--- src/nic_irq_config.svh ---
////////////////////////////////////////////////////////////////////////////
// widths and intervals shared by the interrupt block and its testbench
// the resend interval must fit in the resend counter width
////////////////////////////////////////////////////////////////////////////

`ifndef NIC_IRQ_CONFIG_SVH
`define NIC_IRQ_CONFIG_SVH

// pending-completion counter per source, saturates at 255
`define IRQ_CNT_W 8

// idle cycles before a repeat interrupt is requested
`define IRQ_RESEND_CYCLES 64

// resend counter width
`define IRQ_TMR_W 8

`endif

--- src/irq_types_pkg.sv ---
////////////////////////////////////////////////////////////////////////////
// controller enums, shared by the RTL and the testbench
////////////////////////////////////////////////////////////////////////////

package irq_types_pkg;

    // interrupt source, also used as the vector
    typedef enum logic {
        SRC_RX = 1'b0,
        SRC_TX = 1'b1
    } irq_src_e;

    // interrupt generator FSM
    typedef enum logic [1:0] {
        ST_IDLE     = 2'd0,  // wait for condition or resend
        ST_CHECK    = 2'd1,  // condition taken, test enable
        ST_WAIT_RDY = 2'd2,  // request out, wait for host core
        ST_RESEND   = 2'd3   // resend taken, wait for enable
    } irq_state_e;

endpackage

--- src/irq_host_pkg.sv ---
////////////////////////////////////////////////////////////////////////////
// structs on the DMA event, host command and interrupt ports
// counts are `IRQ_CNT_W wide, an event count is at least 1
////////////////////////////////////////////////////////////////////////////

`include "nic_irq_config.svh"

package irq_host_pkg;
    import irq_types_pkg::*;

    typedef enum logic [1:0] {
        OP_NOP     = 2'd0,
        OP_ENABLE  = 2'd1,
        OP_DISABLE = 2'd2,
        OP_ACK     = 2'd3   // count = completions serviced
    } host_op_e;

    typedef struct packed {
        irq_src_e               src;
        logic [`IRQ_CNT_W-1:0]  count;  // completed descriptors
    } dma_event_t;

    typedef struct packed {
        host_op_e               op;
        irq_src_e               src;    // only for OP_ACK
        logic [`IRQ_CNT_W-1:0]  count;  // only for OP_ACK
    } host_cmd_t;

    typedef struct packed {
        logic     assert_n;  // active low request
        irq_src_e vector;
    } irq_req_t;

    typedef struct packed {
        logic [`IRQ_CNT_W-1:0] rx;
        logic [`IRQ_CNT_W-1:0] tx;
    } pending_t;

endpackage

--- src/irq_cond_tracker.sv ---
////////////////////////////////////////////////////////////////////////////
// per-source pending completion counts and new-work flags
// an event that would overflow its counter is stalled via event_ready
// host acks larger than the pending count clamp to zero
////////////////////////////////////////////////////////////////////////////

`include "nic_irq_config.svh"

module irq_cond_tracker
    import irq_types_pkg::*;
    import irq_host_pkg::*;
(
    input  logic       clk,
    input  logic       reset,
    input  dma_event_t event_in,
    input  logic       event_valid,
    output logic       event_ready,
    input  host_cmd_t  cmd,
    input  logic       cmd_valid,
    input  logic       cond_ack,
    input  irq_src_e   cond_ack_src,
    output logic       cond_rx,
    output logic       cond_tx,
    output pending_t   pending
);

    logic [`IRQ_CNT_W-1:0] cnt_rx, cnt_tx;
    logic [`IRQ_CNT_W:0]   room_sum;   // one extra bit for the carry
    logic                  ev_rx, ev_tx;
    logic                  ack_rx, ack_tx;

    // add then subtract, the add never wraps since ready guards it
    function automatic logic [`IRQ_CNT_W-1:0] next_count(
        input logic [`IRQ_CNT_W-1:0] cur,
        input logic                  add_en,
        input logic [`IRQ_CNT_W-1:0] add,
        input logic                  sub_en,
        input logic [`IRQ_CNT_W-1:0] sub
    );
        logic [`IRQ_CNT_W-1:0] sum;
        sum = add_en ? cur + add : cur;
        if (!sub_en)
            return sum;
        return (sub >= sum) ? '0 : sum - sub;  // clamp at zero
    endfunction

    // stall when the target counter has no room for the whole count
    assign room_sum    = {1'b0, (event_in.src == SRC_RX) ? cnt_rx : cnt_tx}
                         + {1'b0, event_in.count};
    assign event_ready = !room_sum[`IRQ_CNT_W];

    assign ev_rx  = event_valid && event_ready && (event_in.src == SRC_RX);
    assign ev_tx  = event_valid && event_ready && (event_in.src == SRC_TX);
    assign ack_rx = cmd_valid && (cmd.op == OP_ACK) && (cmd.src == SRC_RX);
    assign ack_tx = cmd_valid && (cmd.op == OP_ACK) && (cmd.src == SRC_TX);

    always_ff @(posedge clk) begin
        if (reset) begin
            cnt_rx  <= '0;
            cnt_tx  <= '0;
            cond_rx <= 1'b0;
            cond_tx <= 1'b0;
        end else begin
            cnt_rx <= next_count(cnt_rx, ev_rx, event_in.count, ack_rx, cmd.count);
            cnt_tx <= next_count(cnt_tx, ev_tx, event_in.count, ack_tx, cmd.count);
            // new work wins over an ack in the same cycle
            if (ev_rx)
                cond_rx <= 1'b1;
            else if (cond_ack && cond_ack_src == SRC_RX)
                cond_rx <= 1'b0;
            if (ev_tx)
                cond_tx <= 1'b1;
            else if (cond_ack && cond_ack_src == SRC_TX)
                cond_tx <= 1'b0;
        end
    end

    assign pending.rx = cnt_rx;
    assign pending.tx = cnt_tx;

endmodule

--- src/irq_resend_timer.sv ---
////////////////////////////////////////////////////////////////////////////
// idle timer for work the host has left pending
// resend_req holds until taken or until an interrupt completes
////////////////////////////////////////////////////////////////////////////

`include "nic_irq_config.svh"

module irq_resend_timer
    import irq_host_pkg::*;
(
    input  logic     clk,
    input  logic     reset,
    input  pending_t pending,
    input  logic     activity,    // event or host ack
    input  logic     irq_done,
    input  logic     resend_ack,
    output logic     resend_req
);

    logic [`IRQ_TMR_W-1:0] idle_cnt;
    logic                  work;

    assign work = (pending.rx != '0) || (pending.tx != '0);

    always_ff @(posedge clk) begin
        if (reset) begin
            idle_cnt   <= '0;
            resend_req <= 1'b0;
        end else if (!work) begin
            // nothing left, drop quietly
            idle_cnt   <= '0;
            resend_req <= 1'b0;
        end else if (resend_ack || irq_done) begin
            idle_cnt   <= '0;
            resend_req <= 1'b0;
        end else if (activity) begin
            idle_cnt <= '0;   // restart, a raised request stays
        end else if (!resend_req) begin
            if (idle_cnt == `IRQ_TMR_W'(`IRQ_RESEND_CYCLES - 1)) begin
                resend_req <= 1'b1;
                idle_cnt   <= '0;
            end else begin
                idle_cnt <= idle_cnt + 1'b1;
            end
        end
    end

endmodule

--- src/irq_gen_ctrl.sv ---
////////////////////////////////////////////////////////////////////////////
// interrupt generator FSM with one request at a time on the host handshake
// rx beats tx and conditions beat resends
// a condition seen while disabled is dropped and left to the resend timer
////////////////////////////////////////////////////////////////////////////

module irq_gen_ctrl
    import irq_types_pkg::*;
    import irq_host_pkg::*;
(
    input  logic      clk,
    input  logic      reset,
    input  host_cmd_t cmd,
    input  logic      cmd_valid,
    input  logic      cond_rx,
    input  logic      cond_tx,
    input  pending_t  pending,
    input  logic      resend_req,
    output logic      cond_ack,
    output irq_src_e  cond_ack_src,
    output logic      resend_ack,
    output logic      irq_done,
    output irq_req_t  irq,
    input  logic      irq_rdy_n
);

    irq_state_e state;
    logic       enabled;
    logic       assert_n;
    irq_src_e   vector;      // latched with the request
    irq_src_e   resend_src;

    ////////////////////////////////////////////////////////////////////////////
    // host enable bit
    ////////////////////////////////////////////////////////////////////////////

    always_ff @(posedge clk) begin
        if (reset)
            enabled <= 1'b0;
        else if (cmd_valid && cmd.op == OP_ENABLE)
            enabled <= 1'b1;
        else if (cmd_valid && cmd.op == OP_DISABLE)
            enabled <= 1'b0;
    end

    ////////////////////////////////////////////////////////////////////////////
    // acks back to tracker and timer in the cycle of the decision
    ////////////////////////////////////////////////////////////////////////////

    assign cond_ack     = (state == ST_IDLE) && (cond_rx || cond_tx);
    assign cond_ack_src = cond_rx ? SRC_RX : SRC_TX;    // rx first
    assign resend_ack   = (state == ST_IDLE) && !(cond_rx || cond_tx) && resend_req;
    assign irq_done     = (state == ST_WAIT_RDY) && !irq_rdy_n;
    assign resend_src   = (pending.rx != '0) ? SRC_RX : SRC_TX;

    ////////////////////////////////////////////////////////////////////////////
    // FSM
    ////////////////////////////////////////////////////////////////////////////

    always_ff @(posedge clk) begin
        if (reset) begin
            state    <= ST_IDLE;
            assert_n <= 1'b1;
        end else begin
            unique case (state)
                ST_IDLE: begin
                    if (cond_ack) begin
                        vector <= cond_ack_src;
                        state  <= ST_CHECK;
                    end else if (resend_ack) begin
                        vector <= resend_src;
                        state  <= ST_RESEND;
                    end
                end
                ST_CHECK: begin
                    if (enabled) begin
                        assert_n <= 1'b0;
                        state    <= ST_WAIT_RDY;
                    end else begin
                        state <= ST_IDLE;   // dropped
                    end
                end
                ST_WAIT_RDY: begin
                    if (!irq_rdy_n) begin    // host core took it
                        assert_n <= 1'b1;
                        state    <= ST_IDLE;
                    end
                end
                ST_RESEND: begin
                    if (enabled) begin       // parks here until enabled
                        assert_n <= 1'b0;
                        state    <= ST_WAIT_RDY;
                    end
                end
            endcase
        end
    end

    assign irq.assert_n = assert_n;
    assign irq.vector   = vector;

endmodule

--- src/nic_irq_top.sv ---
////////////////////////////////////////////////////////////////////////////
// interrupt block top, tracker and timer around the generator FSM
// host commands are always taken in one cycle, no ready
////////////////////////////////////////////////////////////////////////////

module nic_irq_top
    import irq_types_pkg::*;
    import irq_host_pkg::*;
(
    input  logic       clk,
    input  logic       reset,
    input  dma_event_t event_in,
    input  logic       event_valid,
    output logic       event_ready,
    input  host_cmd_t  cmd,
    input  logic       cmd_valid,
    output irq_req_t   irq,
    input  logic       irq_rdy_n
);

    logic     cond_rx, cond_tx;
    logic     cond_ack;
    irq_src_e cond_ack_src;
    pending_t pending;
    logic     resend_req, resend_ack, irq_done;
    logic     activity;

    // restart the idle timer on any event or host ack
    assign activity = (event_valid && event_ready) || (cmd_valid && cmd.op == OP_ACK);

    irq_cond_tracker u_tracker (
        .clk, .reset, .event_in, .event_valid, .event_ready, .cmd, .cmd_valid,
        .cond_ack, .cond_ack_src, .cond_rx, .cond_tx, .pending
    );

    irq_resend_timer u_timer (
        .clk, .reset, .pending, .activity, .irq_done, .resend_ack, .resend_req
    );

    irq_gen_ctrl u_ctrl (
        .clk, .reset, .cmd, .cmd_valid, .cond_rx, .cond_tx, .pending, .resend_req,
        .cond_ack, .cond_ack_src, .resend_ack, .irq_done, .irq, .irq_rdy_n
    );

endmodule

--- config.mk ---
export PLATFORM = sky130hd
export DESIGN_NAME = nic_irq_top
export DESIGN_NICKNAME = d
export VERILOG_FILES = /design/src/irq_types_pkg.sv /design/src/irq_host_pkg.sv /design/src/irq_cond_tracker.sv /design/src/irq_resend_timer.sv /design/src/irq_gen_ctrl.sv /design/src/nic_irq_top.sv
export VERILOG_INCLUDE_DIRS = /design/src
export SDC_FILE = /design/constraint.sdc
export NUM_CORES = 1
export LEC_CHECK = 0
export ABC_AREA = 1
export ABC_CLOCK_PERIOD_IN_PS = 9400
export BUFFER_PORTS_ARGS = -buffer_cell sky130_fd_sc_hd__buf_2
export CORE_MARGIN = 1.5
export CORE_UTILIZATION = 40
export CTS_CLUSTER_SIZE = 10
export DETAILED_ROUTE_END_ITERATION = 8
export MAX_ROUTING_LAYER = met4
export PLACE_DENSITY = 0.68
export SYNTH_ARGS = -nofsm -noshare
export SYNTH_HDL_FRONTEND = slang
export SYNTH_SLANG_ARGS = --single-unit
--- constraint.sdc ---
create_clock -name clk -period 9.4 [get_ports clk]
set_input_delay 0.47 -clock clk [delete_from_list [all_inputs] [get_ports clk]]
set_output_delay 0.47 -clock clk [all_outputs]
set_load 0.02 [all_outputs]
# After elaboration in Yosys (flattened, before gate mapping)
# Cells that the tools add are included.
# classes
addsub	6
n_lt_le_gt_ge	2
n_eq_ne	11
n_mux	35
bitwise	4
reduce_logical	35
# ops
operator	count
8-bit 2-to-1 mux	10
1-bit 2-to-1 mux	18
8-bit adder	2
8-bit >= comparator	2
8-bit nonzero test	2
8-bit subtractor	2
1-bit logical AND	14
2-bit 2-to-1 mux	5
2-bit nonzero test	5
8-bit by 8-bit adder with 9-bit output	1
3-bit AND reduction	3
8-bit by 1-bit adder with 8-bit output, second input constant	1
2-bit == test, second input constant	4
8-bit by 6-bit == test with 1-bit output, second input constant	1
2-bit case mux with 4 select lines	1
2-bit by 1-bit == test with 1-bit output, second input constant	2
1-bit logical OR	4
2-bit by 1-bit inequality test with 1-bit output, second input constant	2
1-bit inverter	4
4-bit OR reduction	1
1-bit logical NOT	3
3-bit inequality test, second input constant	1
3-bit OR reduction	1
2-bit logical NOT	1
other kinds (3)	3
# word_totals
reg_bits	32
inputBits	25
output_inout_bits	3

# Depth between registers and ports, before layout
# logic_depth
word_depth	9
depth_mapped	26
mapped_depth_nobuf	24

# Hierarchy
# A second synthesis with hierarchy kept.
# hier_totals
hier_cells	552
area_unflattened_um2	3555.9
# by_module_without_submodules
mod	instances	cells_each	area_each_um2	seq_area_each_um2
irq_cond_tracker	1	412	2671.3	360.3
irq_resend_timer	1	87	556.8	180.2
irq_gen_ctrl	1	50	315.3	110.1
nic_irq_top	1	3	12.5	0.0

# Worst setup path after synthesis
# OpenSTA, ideal clock, no wires.
# synth_path
kind	input to register
from	in event_in[8] (netlist bit)
to	reg u_tracker.cnt_rx[5]
arrival_ps	3485
required_ps	9330
setup_slack_ps	5844
path_stages	19
path_cell_list	buf_6 > clkbuf_1 > o21ai_0 > ha_1 > a21oi_1 > o21ai_0 > inv_1 > nand4_2 > nand2_1 > nand2_1 > ha_1 > fa_1 > inv_1 > a21oi_1 > o21ai_2 > nand4_1 > a21oi_2 > nand3_1 > a21oi_1
# synth_via
elab_chain_cells	9
elab_cells_between_ends	12
# synth_rtl
element	line_no	rtl
from (decl)	nic_irq_top.sv:12	input dma_event_t event_in,
8-bit 2-to-1 mux	irq_cond_tracker.sv:48	assign room_sum = {1'b0, (event_in.src == SRC_RX) ? cnt_rx : cnt_tx}
8-bit by 8-bit adder with 9-bit output	irq_cond_tracker.sv:49	+ {1'b0, event_in.count};
1-bit logical NOT	irq_cond_tracker.sv:50	assign event_ready = !room_sum[`IRQ_CNT_W];
1-bit logical AND	irq_cond_tracker.sv:52	assign ev_rx = event_valid && event_ready && (event_in.src == SRC_RX);
1-bit logical AND (*)	irq_cond_tracker.sv:52	
8-bit 2-to-1 mux (*)	irq_cond_tracker.sv:41	sum = add_en ? cur + add : cur;
8-bit subtractor / 8-bit >= comparator (equally long branches)	irq_cond_tracker.sv:44	return (sub >= sum) ? '0 : sum - sub;
8-bit 2-to-1 mux	irq_cond_tracker.sv:44	
8-bit 2-to-1 mux (*)	irq_cond_tracker.sv:44	
to (signal assigned)	irq_cond_tracker.sv:64	cnt_rx <= next_count(cnt_rx, ev_rx, event_in.count, ack_rx, cmd.count);
to (decl)	irq_cond_tracker.sv:27	logic [`IRQ_CNT_W-1:0] cnt_rx, cnt_tx;
# Mark *: on every way between the ends. The rest lies on a longest branch, timed or not. The select of a mux whose other input is x is not followed.
# A chain may end at the register's enable or synchronous reset.

# Worst setup path in the final report
# layout_path
from	in event_in[8] (netlist bit)
to	reg u_tracker.cnt_rx[3]
# Same word-level chain as after synthesis.

==> run metrics <==
status=completed; DIE WIDTH=around 94 microns; Hold Crit Class=primary input to flip-flop; Cell Pwr Density=144 nW/um^2; Critical Path Source Type=primary input; most common cell after layout, fill and taps aside=nand2_1; Critical Path AT=4.06 ns; max_cap viols=0; io pins=28; post-CTS sizing=0; Primary FF master, synth=dfxtp_1; Final Power=0.000527 W; Tot GR Track Use=about a fifth; Clk pin slew, worst setup/hold paths=roughly 0.080 ns; CTS tree=done; synthesized area per cell=6.57 sq um; post-route ant nets=0; most frequent cells in the layout=nand2_1 (116), inv_1 (76), nand3_1 (45), a21oi_1 (45), ha_1 (38); worst vdd ir=0.0635 mV; met2 Use GR=34.1%; vias in the first global route=3144; Clock Skews=0.00640 ns; Pleak=roughly 1.8 nW; Iter 0 DRT Violations=212; Root Driver=clkbuf_8; GR Overflow Total=0; H-tree depth=2; Worst EP required=9.62 ns; DRC=0; vias per cell=5.30; initial antenna violation count=0; maximum number of pins on one net before global-route repair=26; worst-margin pin slew=0.447 ns; GPL Wtd Cong=0.961; clock sink count=32; routed len/inst=13.5 microns; CTS Buf Count=5; Netlist cell types=39; Post-synth EDFFs=1; layout cells sized above 1=9.38%; Finished Core Util=roughly 45%; cell row count=33; Crit Path Max Fanout=25; Comb power frac=roughly 45%; Filler cells=about 830; TritonRoute pass-1 iters=4; Post-CTS Hold Fix Bufs=0; GR Util met3=approximately 2.0%; die area=between 8000 and 9000 sq um; nets=599; Clock Power Share=25.9%; Ant. Diodes=0; crit path kind=primary input to flip-flop; Area Overhead vs Synth=9.44%; number of synthesized register bits=32; sequential fraction of the synthesis area=19.5%; CORE AREA=8130 sq um; sequential power share=29.5%; Initial Util=41.1%; fin. max-slew vios=0; Async SR Flop Fraction=0%; Setup-failing EPs final=0; Synth Instances=around 510; Post-CTS Setup Bufs=0; first-pass GRT wire length=14.5 mm; Post-Syn Nets=about 580; Die H=approximately 94 microns; NetSw=0.000212 W; crit path time final=3.83 ns; Final Hold Fails=0; RSZ-0062 raised after global routing=no; routed via count=around 3400; HPWL Detailed=6.97 mm; met1 Use GR=27.8%; Max clock buf depth=2; Relative slew margins=70.2%; Sw Ratio=about two fifths; Routed WL=8.59 mm; Crit. End Element=flip-flop; synthesized cell area=3340 sq um; period utilization=40.8%; Setup TNS=0 ns; clock latency on the worst-skew pair=0.30 ns; Fmax achieved=261 MHz; Pint=0.000314 W; GR peak layer=met2; port bufs=27; Ys Warns=0
routing by layer:
| layer | routed length, microns | up-vias |
|---|---|---|
| met1 | 4090 | 1510 |
| met2 | 3940 | 110 |
| li1 | - | 1754 |
| met4 | 130 | 0 |
| met5 | 0 | - |
| met3 | 426 | 10 |
flip-flops by register name (all words and copies together), names as in the netlist:
register	cells
u_ctrl.assert_n	1
u_ctrl.enabled	1
u_ctrl.state	2
u_ctrl.vector	1
u_timer.idle_cnt	8
u_timer.resend_req	1
u_tracker.cnt_rx	8
u_tracker.cnt_tx	8
u_tracker.cond_rx	1
u_tracker.cond_tx	1
area by class of cell:
class                      instances  area (sq um)  share of cell area (%)
sequential                        32           651                    17.8
clock inverter                     3          42.5                    1.16
timing repair buffer              27           135                    3.70
clock buffer                       5          68.8                    1.88
inverter                          77           294                    8.05
multi-input combinational        389          2330                    63.8
tap                              105           131                    3.59
through the flow:
stage	area [sq um]	hold WS, ns	setup slack, ns	instances
2_1_floorplan	3340	0.427	5.84	508
3_3_place_gp	3540	0.446	5.32	630
3_5_place_dp	3540	0.453	5.30	630
4_1_cts	3650	0.465	5.58	638
5_1_grt	3650	0.477	5.23	638
6_report	3650	0.459	5.57	638
worst paths after layout:
path,from,end,slack (ns),cells past startpoint
setup / recovery,event_in[8],u_tracker.cnt_rx[3],5.57,18
hold / removal,cmd[9],u_ctrl.enabled,0.46,3
setup reg to reg,u_tracker.cnt_rx[7],u_tracker.cnt_rx[3],5.71,18
hold reg to reg,u_ctrl.assert_n,u_ctrl.assert_n,0.46,2
cell families after synthesis:
family	count (synthesis)	share of synthesized area, %
flops	32	19.5
fa+ha+maj	42	16.6
xor+xnor	16	4.20
simple gates	253	35.6
compound gates	78	13.5
buf+inv	87	10.7
worst max-delay path: stages:
cell,delay (ns)
buf_2,0.37
o21ai_0,0.18
ha_1,0.31
a21oi_1,0.14
o21ai_0,0.18
inv_1,0.15
nand4_2,0.26
nand2_1,0.17
nand2_1,0.08
ha_1,0.21
fa_1,0.40
inv_1,0.07
a21oi_1,0.07
o21ai_2,0.18
nand4_1,0.12
a21oi_2,0.36
nand3_1,0.16
a21oi_1,0.17
cell usage after synthesis, drive strengths merged, types with 8 or more instances:
| master | count | area, sq um |
|---|---|---|
| xnor2 | 9 | 78.8 |
| nand4 | 33 | 219 |
| nor2 | 24 | 90.1 |
| ha | 38 | 475 |
| nand2 | 118 | 448 |
| and2 | 12 | 75.1 |
| nand3 | 45 | 225 |
| dfxtp | 31 | 621 |
| nor3 | 8 | 45.0 |
| inv | 77 | 294 |
| o21ai | 17 | 88.8 |
| a21oi | 47 | 250 |
power by group through the flow:
stage | Clock [W] | Sequential (W) | Combinational (W)
2_1_floorplan | 0 | 0.000155 | 0.000181
6_report | 0.000137 | 0.000155 | 0.000235
3_3_place_gp | 0 | 0.000158 | 0.000227
3_5_place_dp | 0 | 0.000158 | 0.000231
4_1_cts | 0.000137 | 0.000155 | 0.000233
5_1_grt | 0.000142 | 0.000157 | 0.000268
(Power assumes the default switching activity.)
